$ cat config.mk
export PLATFORM = sky130hd
export DESIGN_NAME = poly_bank
export DESIGN_NICKNAME = d
export VERILOG_FILES = /design/src/verilog/fir_pkg.sv /design/src/verilog/poly_bank.sv
export VERILOG_INCLUDE_DIRS = /design/src /design/src/verilog
export SDC_FILE = /design/constraint.sdc
export NUM_CORES = 1
export LEC_CHECK = 0
export BUFFER_PORTS_ARGS = -buffer_cell sky130_fd_sc_hd__buf_4
export CAP_MARGIN = 10
export CORE_MARGIN = 5
export CORE_UTILIZATION = 55
export CTS_BUF_LIST = sky130_fd_sc_hd__clkbuf_16
export DETAILED_ROUTE_END_ITERATION = 16
export PLACE_DENSITY_LB_ADDON = 0.2
export SLEW_MARGIN = 40
export SYNTH_ARGS = -nofsm -noshare
export SYNTH_HDL_FRONTEND = slang
export SYNTH_SLANG_ARGS = --single-unit
export TNS_END_PERCENT = 5
$ cat constraint.sdc
create_clock -name clk -period 14.1 [get_ports clk]
set_input_delay 2.82 -clock clk [delete_from_list [all_inputs] [get_ports clk]]
set_output_delay 2.82 -clock clk [all_outputs]
set_load 0.1 [all_outputs]
$ cat src/verilog/fir_settings.svh
`ifndef FIR_SETTINGS_SVH
`define FIR_SETTINGS_SVH

// decimation factor M and taps per polyphase bank L
`define FIR_DECIM       20
`define FIR_BANK_LEN    6

// datapath widths
`define FIR_SAMPLE_W    12
`define FIR_COEF_W      16
`define FIR_ACC_W       35
`define FIR_OUT_W       14

// extra gain reduction on top of the coefficient scaling
`define FIR_NORM_SHIFT  4

// low bits removed from the bank sum before saturation
`define FIR_DROP_LSB    (`FIR_COEF_W + `FIR_NORM_SHIFT)

`endif

$ cat src/verilog/fir_pkg.sv
`default_nettype none

`include "fir_settings.svh"

package fir_pkg;

   typedef logic signed [`FIR_SAMPLE_W-1:0] sample_t;
   typedef logic signed [`FIR_COEF_W-1:0]   coef_t;
   typedef logic signed [`FIR_ACC_W-1:0]    acc_t;
   typedef logic signed [`FIR_OUT_W-1:0]    out_t;

   // bank number and tap index within a bank
   typedef logic [$clog2(`FIR_DECIM)-1:0]    phase_t;
   typedef logic [$clog2(`FIR_BANK_LEN)-1:0] tap_idx_t;

   // one coefficient write, addressed by bank and tap
   typedef struct packed {
      phase_t   phase;
      tap_idx_t idx;
      coef_t    value;
   } coef_wr_t;

   typedef enum logic [1:0] {
      SEQ_IDLE,
      SEQ_MAC,
      SEQ_SUM
   } seq_state_e;

   // element j is history sample j*M + p for bank p
   typedef sample_t [`FIR_BANK_LEN-1:0] bank_taps_t;

endpackage

`default_nettype wire

$ cat src/verilog/poly_bank.sv
`default_nettype none

`include "fir_settings.svh"

module poly_bank #(
   parameter int unsigned PHASE = 0
) (
   input  logic                 clk,
   input  logic                 rst_n,
   input  logic                 coef_we,
   input  fir_pkg::coef_wr_t    coef_wr,
   input  fir_pkg::bank_taps_t  taps,
   input  logic                 mac_start,
   input  logic                 mac_first,
   input  fir_pkg::tap_idx_t    tap_idx,
   output fir_pkg::acc_t        acc
);

   import fir_pkg::*;

   localparam int L = `FIR_BANK_LEN;

   localparam tap_idx_t LAST_TAP = tap_idx_t'(L - 1);

   coef_t      coef_r [L];
   bank_taps_t snap;
   logic       mac_active;
   coef_t      cur_coef;
   sample_t    cur_sample;
   acc_t       prod;

   // only writes for this bank land here
   always_ff @(posedge clk) begin
      if (!rst_n) begin
         for (int i = 0; i < L; i++) begin
            coef_r[i] <= '0;
         end
      end else if (coef_we && (coef_wr.phase == phase_t'(PHASE))) begin
         coef_r[coef_wr.idx] <= coef_wr.value;
      end
   end

   // freeze the slice so the line can keep shifting during the MAC
   always_ff @(posedge clk) begin
      if (!rst_n) begin
         snap <= '0;
      end else if (mac_start) begin
         snap <= taps;
      end
   end

   always_ff @(posedge clk) begin
      if (!rst_n) begin
         mac_active <= 1'b0;
      end else if (mac_start) begin
         mac_active <= 1'b1;
      end else if (mac_active && (tap_idx == LAST_TAP)) begin
         mac_active <= 1'b0;
      end
   end

   assign cur_coef   = coef_r[tap_idx];
   assign cur_sample = sample_t'(snap[tap_idx]);

   // both operands signed, extended to the accumulator width
   assign prod = cur_coef * cur_sample;

   always_ff @(posedge clk) begin
      if (!rst_n) begin
         acc <= '0;
      end else if (mac_active) begin
         if (mac_first) begin
            acc <= prod;
         end else begin
            acc <= acc + prod;
         end
      end
   end

   // sequencer index must stay inside the bank while it is used
   a_idx_range: assert property (@(posedge clk) disable iff (!rst_n)
      (mac_first || mac_active) |-> tap_idx <= LAST_TAP);

endmodule

`default_nettype wire

# Word level (Yosys, flattened, before mapping)
# Memory sizes are Yosys's and may differ from the RTL's.
# Cells that the tools add are included.
# Widths: inputs -> output; s select.
# word_totals
output_inout_bits	35
memories	1
elab_cells	30
mem_bits_rw	96
regBits	108
in_bits	104
# op_classes
order_cmp	1
n_reduce_logical	5
add_sub_neg	1
mux	12
n_eq_ne	1
n_mul	1
# mem_list
name	words	word_bits	read_ports	rd_clocked_by_memory_dff	write_ports	line	source
coef_r	6	16	1	0	6	poly_bank.sv:25	coef_t coef_r [L];
# op_table
operator	n
$bmux 12 s3	1
$add 35x28->35	1
$mux 35	1
$mul 16x12->28	1
$mux 16	1
$reduce_or 16->1	1
$mux 12	1
$mux 1	7
$logic_not 5->1	1
$lt 3x4->1 const B	1
$eq 3x3->1 const B	1
$mux 3	1
$logic_and 1x1->1	2
$reduce_bool 2->1	1

# Logic depth before layout (Yosys ltp)
# Gate-level depths: netlist of run 1.
# depth
word_depth	7
depth_mapped	39
ltp_nobuf	34

# Least setup slack after synthesis of run 1
# OpenSTA, ideal clock, no wires.
# synth_timing
path_type	input to register
startpoint	input port tap_idx[1]
endpoint	register acc[34]
arrival_ns	10.923
setup_ns	0.120
t_required_ns	13.980
path_buffers	5
slack_ns	3.057
path_stages	37
path_cell_list	buf_2 buf_2 buf_1 mux4_2 nand2_1 o21ai_1 clkbuf_1 nand2_1 fa_1 inv_1 fa_1 fa_1 fa_1 inv_1 fa_1 inv_1 ha_1 a21o_1 a21o_1 a21o_1 a21o_1 a211o_1 a21oi_2 o21ai_2 a31oi_4 xnor2_1 ha_1 clkbuf_1 a21o_1 nor2_1 o311ai_1 o221ai_1 o31ai_1 o41a_2 mux2i_1 nor3_1 o31a_1
# synth_between
elab_chain_cells	5
elab_cells_between_ends	6
classes_between	add/sub: 1; mul: 1; mux: 3; memory: 1
# synth_lines
item	line	source
start: declaration	poly_bank.sv:15	input fir_pkg::tap_idx_t tap_idx,
$bmux 12 s3	poly_bank.sv:63	assign cur_sample = sample_t'(snap[tap_idx]);
$mux 12 (implied by the code)	poly_bank.sv:63	
$mul 16x12->28 (*)	poly_bank.sv:66	assign prod = cur_coef * cur_sample;
$add 35x28->35	poly_bank.sv:75	acc <= acc + prod;
$mux 35 (*)	poly_bank.sv:72	if (mac_first) begin
end signal: assignment	poly_bank.sv:73	acc <= prod;
end signal: assignment	poly_bank.sv:75	
end: declaration	poly_bank.sv:16	output fir_pkg::acc_t acc
# Every way passes the cells marked *; elsewhere a longest branch is shown, timed or not. The select of a mux whose other input is x is not followed.
# A chain may end at the register's enable or synchronous reset.

# Worst setup path in the final report of run 1
# layout_timing
startpoint	input port tap_idx[0]
endpoint	register acc[33]
# Same word-level chain as after synthesis.

==> summary.md, run 1 <==
## Clock tree
• **CTS buffer count** 26
• **maximum clock path buffer count** 3
• **Resized Gates After CTS** 0
• **clock transition at the registers of the reported paths** 50 ps
• **clock insertion delay at the later pin of the skew report** 530 ps
• **number of buffers inserted for hold repair after clock tree synthesis** 0
• **Sink Count** 236
• **H-tree lvl count** 1
• **clock root buffer master** clkbuf_16
• **Setup Fix Bufs, Post-CTS** 0
• **CTS tree** built

## Synth
• **Post-Synthesis Cells** 1853
• **register area share after synthesis** 32.4%
• **share of the synthesized area in the top cell type** 20.8%
• **per-instance average area after synthesis** 9.99 sq um
• **unique cell type count in the Yosys netlist** 70
• **warning count from the yosys run** 0
• **dominant synthesized flop cell** edfxtp_1
• **net count after synthesis** 2231
• **cells taking the most area after synthesis** edfxtp_1 (21%), fa_1 (19%), dfxtp_1 (12%)
• **most numerous cell types in the synthesized netlist** inv_1 (231), nand2_1 (231), nor2_1 (215)
• **Synth area leader** edfxtp_1
• **number of synthesized register bits** 236
• **Async S/R FF share, synth** 0%
• **cell area after synthesis** 0.0185 sq mm
• **count of flip-flops with a built-in enable after synthesis** 128

## Global routing
• **global routing met2 resource utilization** 42.1%
• **antenna violations before repair** 0
• **Global Route met3 Usage** 3.08%
• **GRT overflow** 0
• **maximum number of pins on one net before global-route repair** 87
• **number of global-route vias before repair** 14338
• **All-Layer GR Usage** 24.0%
• **routing usage on met1** 32.3%
• **global-route wire length before repair** 74300 microns
• **grt peak-use layer** met2

## Timing
• **final critical-path setup slack** 2960 ps
• **final setup fails** 0
• **max-slew violation count** 0
• **Final period util** 79.0%
• **post-route setup TNS** 0 ps
• **min cycle time layout** 11140 ps
• **setup repair after global routing missed its margin** false
• **Layout Skew** 15.9 ps
• **Final Hold Vio Count** 0
• **upper clock frequency limit** 0.0898 GHz
• **slew at the pin closest to its max-slew limit** 825 ps
• **max-slew headroom at the worst pin** 44.9%

## Critical path
• **Worst path top cell family by delay** adder cells
• **longest individual stage delay on the worst path** 720 ps
• **r2r endpoint** acc[33]$_SDFFE_PN0P_
• **reg2reg setup slack** 5530 ps
• **crit path kind** primary input to register
• **startpoint type of the worst setup path** primary input
• **CP endpoint kind** register
• **worst-case reg-to-reg path depth** 30
• **buffers plus inverters on the worst setup path** 3
• **Reg-to-Reg Start** coef_r[7][7]$_DFFE_PP_
• **cell type of the slowest stage on the worst timing path** a2111oi_0
• **CP required** 14490 ps
• **most frequent CP cell** fa_1
• **logic depth of the worst setup path including buffers** 31
• **Arrival @ worst endpoint** 11520 ps
• **maximum fanout count along the critical path** 45

## Floorplanning
• **FP Rows** 67
• **die span in y** 193 microns
• **IO Count** 139
• **initial core utilization** 55.5%
• **overall die area** 0.0374 sq mm
• **overall die width** 193 microns
• **core footprint** 0.0334 sq mm

## Final layout
• **Post-Layout Inst Area** 0.0208 sq mm
• **number of nets in the layout** 2341
• **diode insertion count for antenna repair** 0
• **Area growth syn-to-layout** 12.2%
• **fraction of final layout cells sized beyond drive strength 1** 13.2%

## Place
• **placed standard-cell area** 0.0200 sq mm
• **Post-DP HPWL** 33600 microns
• **gp weighted congestion** 0.891
• **worst slack at placement** 2410 ps
• **Port Buffer Count** 138

## Run
• **number of maximum-capacitance violations** 0

## Route
• **total wire length after detailed routing** 45100 microns
• **average wire length per cell after detail routing** 18.6 microns
• **total number of vias** 13641
• **count of routing violations after the opening detailed-route iteration** 872
• **number of iterations in the first detailed-routing pass** 5
• **remaining antenna violation count after routing** 0
• **routed via count divided by cell count** 5.61
• **Residual DRC** 0

## Power
• **largest voltage drop on the vdd net** 107 uV
• **static power due to leakage** 0.00941 uW
• **power density over the cells** 166 mW/mm^2

## Min path
• **worst hold stages** 2
• **worst min-delay path category** register to register
• **startpoint of the worst hold path** snap[0]$_SDFFE_PN0P_
• **worst hold endpoint** snap[0]$_SDFFE_PN0P_

## Outcome
• **status** finished clean

## state kept, by name (all words and copies together), names as in the netlist
register,count
snap,72
coef_r,128
mac_active,1
acc,35
## how the worst max path moves through the flow
stage | start | end | slack [ps]
after floorplan | tap_idx[1] | acc[34]$_SDFFE_PN0P_ | 3060
after global placement | tap_idx[0] | acc[34]$_SDFFE_PN0P_ | 2160
after detailed placement | tap_idx[0] | acc[34]$_SDFFE_PN0P_ | 2410
after CTS | tap_idx[0] | acc[34]$_SDFFE_PN0P_ | 2930
after global routing | tap_idx[0] | acc[34]$_SDFFE_PN0P_ | 2460
final | tap_idx[0] | acc[33]$_SDFFE_PN0P_ | 2960
## metrics by stage
step	hold slack (ps)	utilization (%)	std cells	total power, uW
finish	491	62.3	2430	3450
global route	522	62.3	2430	3730
CTS	496	62.3	2430	3450
detailed placement	477	59.9	2383	2830
global placement	468	59.8	2380	2810
floorplan	455	-	1853	2390
## worst reg2reg max path: cells and delay by family (launching register included)
| kind | cells | cell delay (ps) |
|---|---|---|
| buffers and inverters | 2 | 90 |
| multiplexers | 1 | 490 |
| AND/OR/NAND/NOR | 8 | 1670 |
| XOR/XNOR | 1 | 170 |
| adder cells (fa/ha/maj) | 7 | 2980 |
| AO/OA/AOI/OAI | 11 | 2670 |
| flip-flops | 1 | 360 |
## area by class of cell
class                   count  area [sq um]
clock buffers              28           701
clock inverters            19          76.3
fillers                  2805         12600
inverters                 234           878
multi-input cells        1306         11300
flip-flops and latches    236          6010
well taps                 448           561
repair buffers            159          1210
## per-layer routing
| metal | up-vias | part of all wire (%) |
|---|---|---|
| met2 | 359 | 51 |
| met3 | 60 | 5.0 |
| met4 | 0 | 1.9 |
| met1 | 6814 | 42 |
| met5 | - | 0 |
| li1 | 6408 | - |
## cells by family after synthesis
family | share of synthesized area [%]
AND/OR/NAND/NOR | 13.3
buffers and inverters | 6.45
adder cells (fa/ha/maj) | 25.8
AO/OA/AOI/OAI | 8.96
flip-flops | 32.4
multiplexers | 10.4
XOR/XNOR | 2.72
## cell usage in the layout (no fill, tap or decap), types with 93 or more instances in the layout
cell	Yosys	routed
nand2_1	231	228
edfxtp_1	128	128
inv_1	231	238
ha_1	95	95
nor2_1	215	214
fa_1	179	179
a21oi_1	95	95
dfxtp_1	108	107
mux2i_1	93	93
buf_4	2	155
## where the power goes
group,switching [uW],internal [uW],total [uW]
clock network,264,353,617
logic,1250,778,2030
registers,34.0,771,805
total,1550,1900,3450
(Power assumes the default switching activity.)
==> run 2: changes to the inputs <==
==> constraint.sdc (replaced) <==
create_clock -name clk -period 10.48 [get_ports clk]
set_input_delay 2.096 -clock clk [delete_from_list [all_inputs] [get_ports clk]]
set_output_delay 2.096 -clock clk [all_outputs]
set_load 0.1 [all_outputs]
==> run 2 against run 1 <==
Routed wire length increased by 0.22%; highest routed layer unchanged; largest cell class unchanged; core utilization rose by 1.5 points; cell count increased by 1.8%; setup slack got worse by 2400 ps; register-to-register slack worse by 3300 ps.
==> summary.md, run 2 (synthesis results as in run 1) <==
## Critical path
• **cell type of the slowest stage on the worst timing path** fa_1
• **CP required** 10970 ps, -3520 ps
• **CP endpoint kind** register
• **startpoint type of the worst setup path** primary input
• **maximum fanout count along the critical path** 24, -47%
• **Arrival @ worst endpoint** 10440 ps, -1080 ps
• **crit path kind** primary input to register
• **longest individual stage delay on the worst path** 530 ps, -190 ps

## Clock tree
• **maximum clock path buffer count** 3, unchanged
• **CTS tree** built
• **Resized Gates After CTS** 0, unchanged
• **CTS buffer count** 27, +3.8%
• **clock insertion delay at the later pin of the skew report** 560 ps, +30 ps
• **Sink Count** 236, unchanged
• **clock root buffer master** clkbuf_16
• **Setup Fix Bufs, Post-CTS** 0, unchanged
• **clock transition at the registers of the reported paths** 60 ps, about the same
• **number of buffers inserted for hold repair after clock tree synthesis** 0, unchanged
• **H-tree lvl count** 1, unchanged

## Place
• **worst slack at placement** -19.7 ps, -2430 ps
• **placed standard-cell area** 0.0204 sq mm, +1.8%
• **Port Buffer Count** 138, unchanged
• **Placed Cells** 2422, +1.6%
• **gp weighted congestion** 0.928, +4.2%
• **Post-DP HPWL** 34700 microns, +3.3%

## Final layout
• **number of nets in the layout** 2383, +1.8%
• **area occupied by multi-input gates** 0.0114 sq mm, +0.18%
• **flip-flop and latch area** 0.00601 sq mm, unchanged
• **non-filler cells, final** 2474, +1.8%
• **max reg flops** 128, unchanged
• **most frequent cells in the layout** inv_1 (236), nand2_1 (228), nor2_1 (214)
• **largest registers** coef_r: 128 flops, snap: 72 flops, acc: 35 flops
• **Most flops, register** coef_r
• **Post-Layout Inst Area** 0.0213 sq mm, +2.5%
• **diode insertion count for antenna repair** 0, unchanged
• **fraction of final layout cells sized beyond drive strength 1** 15.4%, +2.2 points
• **number of filler cells placed in the layout** 2802, -0.11%
• **Area growth syn-to-layout** 15.0%
• **commonest non-fill, non-tap cell in the layout** inv_1

## Timing
• **Layout Skew** 38.9 ps, +23.0 ps
• **upper clock frequency limit** 0.101 GHz
• **min cycle time layout** 9950 ps
• **final critical-path setup slack** 532 ps, -2430 ps
• **setup repair after global routing missed its margin** false
• **Final period util** 94.9%
• **WHS** 492 ps, +1.15 ps
• **max-slew headroom at the worst pin** 45.1%, +0.22 points
• **max-slew violation count** 0, unchanged
• **final setup fails** 0, unchanged
• **Final Hold Vio Count** 0, unchanged
• **post-route setup TNS** 0 ps, unchanged
• **slew at the pin closest to its max-slew limit** 822 ps, -3.33 ps

## Route
• **number of iterations in the first detailed-routing pass** 8, +3
• **average wire length per cell after detail routing** 18.3 microns, -1.6%
• **total number of vias** 13888, +1.8%
• **total wire length after detailed routing** 45200 microns, +0.22%
• **remaining antenna violation count after routing** 0, unchanged
• **routed via count divided by cell count** 5.61, about the same
• **count of routing violations after the opening detailed-route iteration** 848, -2.8%
• **Residual DRC** 0, unchanged

## Power
• **power density over the cells** 227 mW/mm^2, +37%
• **static power due to leakage** 0.00970 uW, +3.1%
• **largest voltage drop on the vdd net** 169 uV, +58%

## Floorplanning
• **die span in y** 193 microns, unchanged
• **overall die area** 0.0374 sq mm, unchanged
• **core footprint** 0.0334 sq mm, unchanged
• **IO Count** 139, unchanged
• **initial core utilization** 55.5%, unchanged
• **FP Rows** 67, unchanged
• **overall die width** 193 microns, unchanged

## Global routing
• **maximum number of pins on one net before global-route repair** 88, +1.1%
• **global-route wire length before repair** 73400 microns, -1.3%
• **All-Layer GR Usage** 23.8%, -0.25 points
• **number of global-route vias before repair** 14315, -0.16%
• **antenna violations before repair** 1, +1
• **GRT overflow** 0, unchanged

## Run
• **number of maximum-capacitance violations** 0, unchanged

## Outcome
• **status** finished clean

## Min path
• **worst min-delay path category** register to register

-- run 2: worst paths after layout --
check,start,end,slack [ps],depth (start not counted)
max,tap_idx[0],acc[34]$_SDFFE_PN0P_,530,35
min,snap[15]$_SDFFE_PN0P_,snap[15]$_SDFFE_PN0P_,490,2
max reg2reg,snap[36]$_SDFFE_PN0P_,acc[34]$_SDFFE_PN0P_,2200,32
min reg2reg,snap[15]$_SDFFE_PN0P_,snap[15]$_SDFFE_PN0P_,490,2
-- run 2: routing by layer --
metal / global-route usage [%] / vias to the layer above / share of wire, %
li1: - / 6479 / -
met1: 31.2 / 6905 / 41
met2: 42.1 / 417 / 51
met3: 3.51 / 87 / 5.5
met4: 5.22 / 0 / 2.2
met5: 0 / - / 0
-- run 2: area by class of cell --
class / count / share of cell area (%)
multi-input combinational: 1306 / 53.4
sequential: 236 / 28.2
timing repair buffer: 200 / 7.60
inverter: 234 / 4.12
clock buffer: 27 / 3.17
tap: 448 / 2.63
clock inverter: 23 / 0.899
-- run 2: worst max-delay path: cells and delay by family --
| family | cells | cell delay [ps] |
|---|---|---|
| muxes | 1 | 480 |
| adders and majority gates | 7 | 3050 |
| xor gates and xnor gates | 1 | 170 |
| AOI/OAI and AO/OA | 17 | 3340 |
| buffers and inverters | 6 | 680 |
| and+or+nand+nor | 3 | 560 |
-- run 2: stage by stage --
| step | power, uW | util, % |
|---|---|---|
| after CTS | 4820 | 63.6 |
| after global routing | 5200 | 63.8 |
| after floorplan | 3220 | - |
| final | 4830 | 63.8 |
| after global placement | 3840 | 60.9 |
| after detailed placement | 3890 | 61.0 |
-- run 2: where the power goes --
| group | total, uW | switching (uW) | internal, uW |
|---|---|---|---|
| combinational | 2820 | 1710 | 1120 |
| clock | 923 | 381 | 542 |
| sequential | 1080 | 45.2 | 1040 |
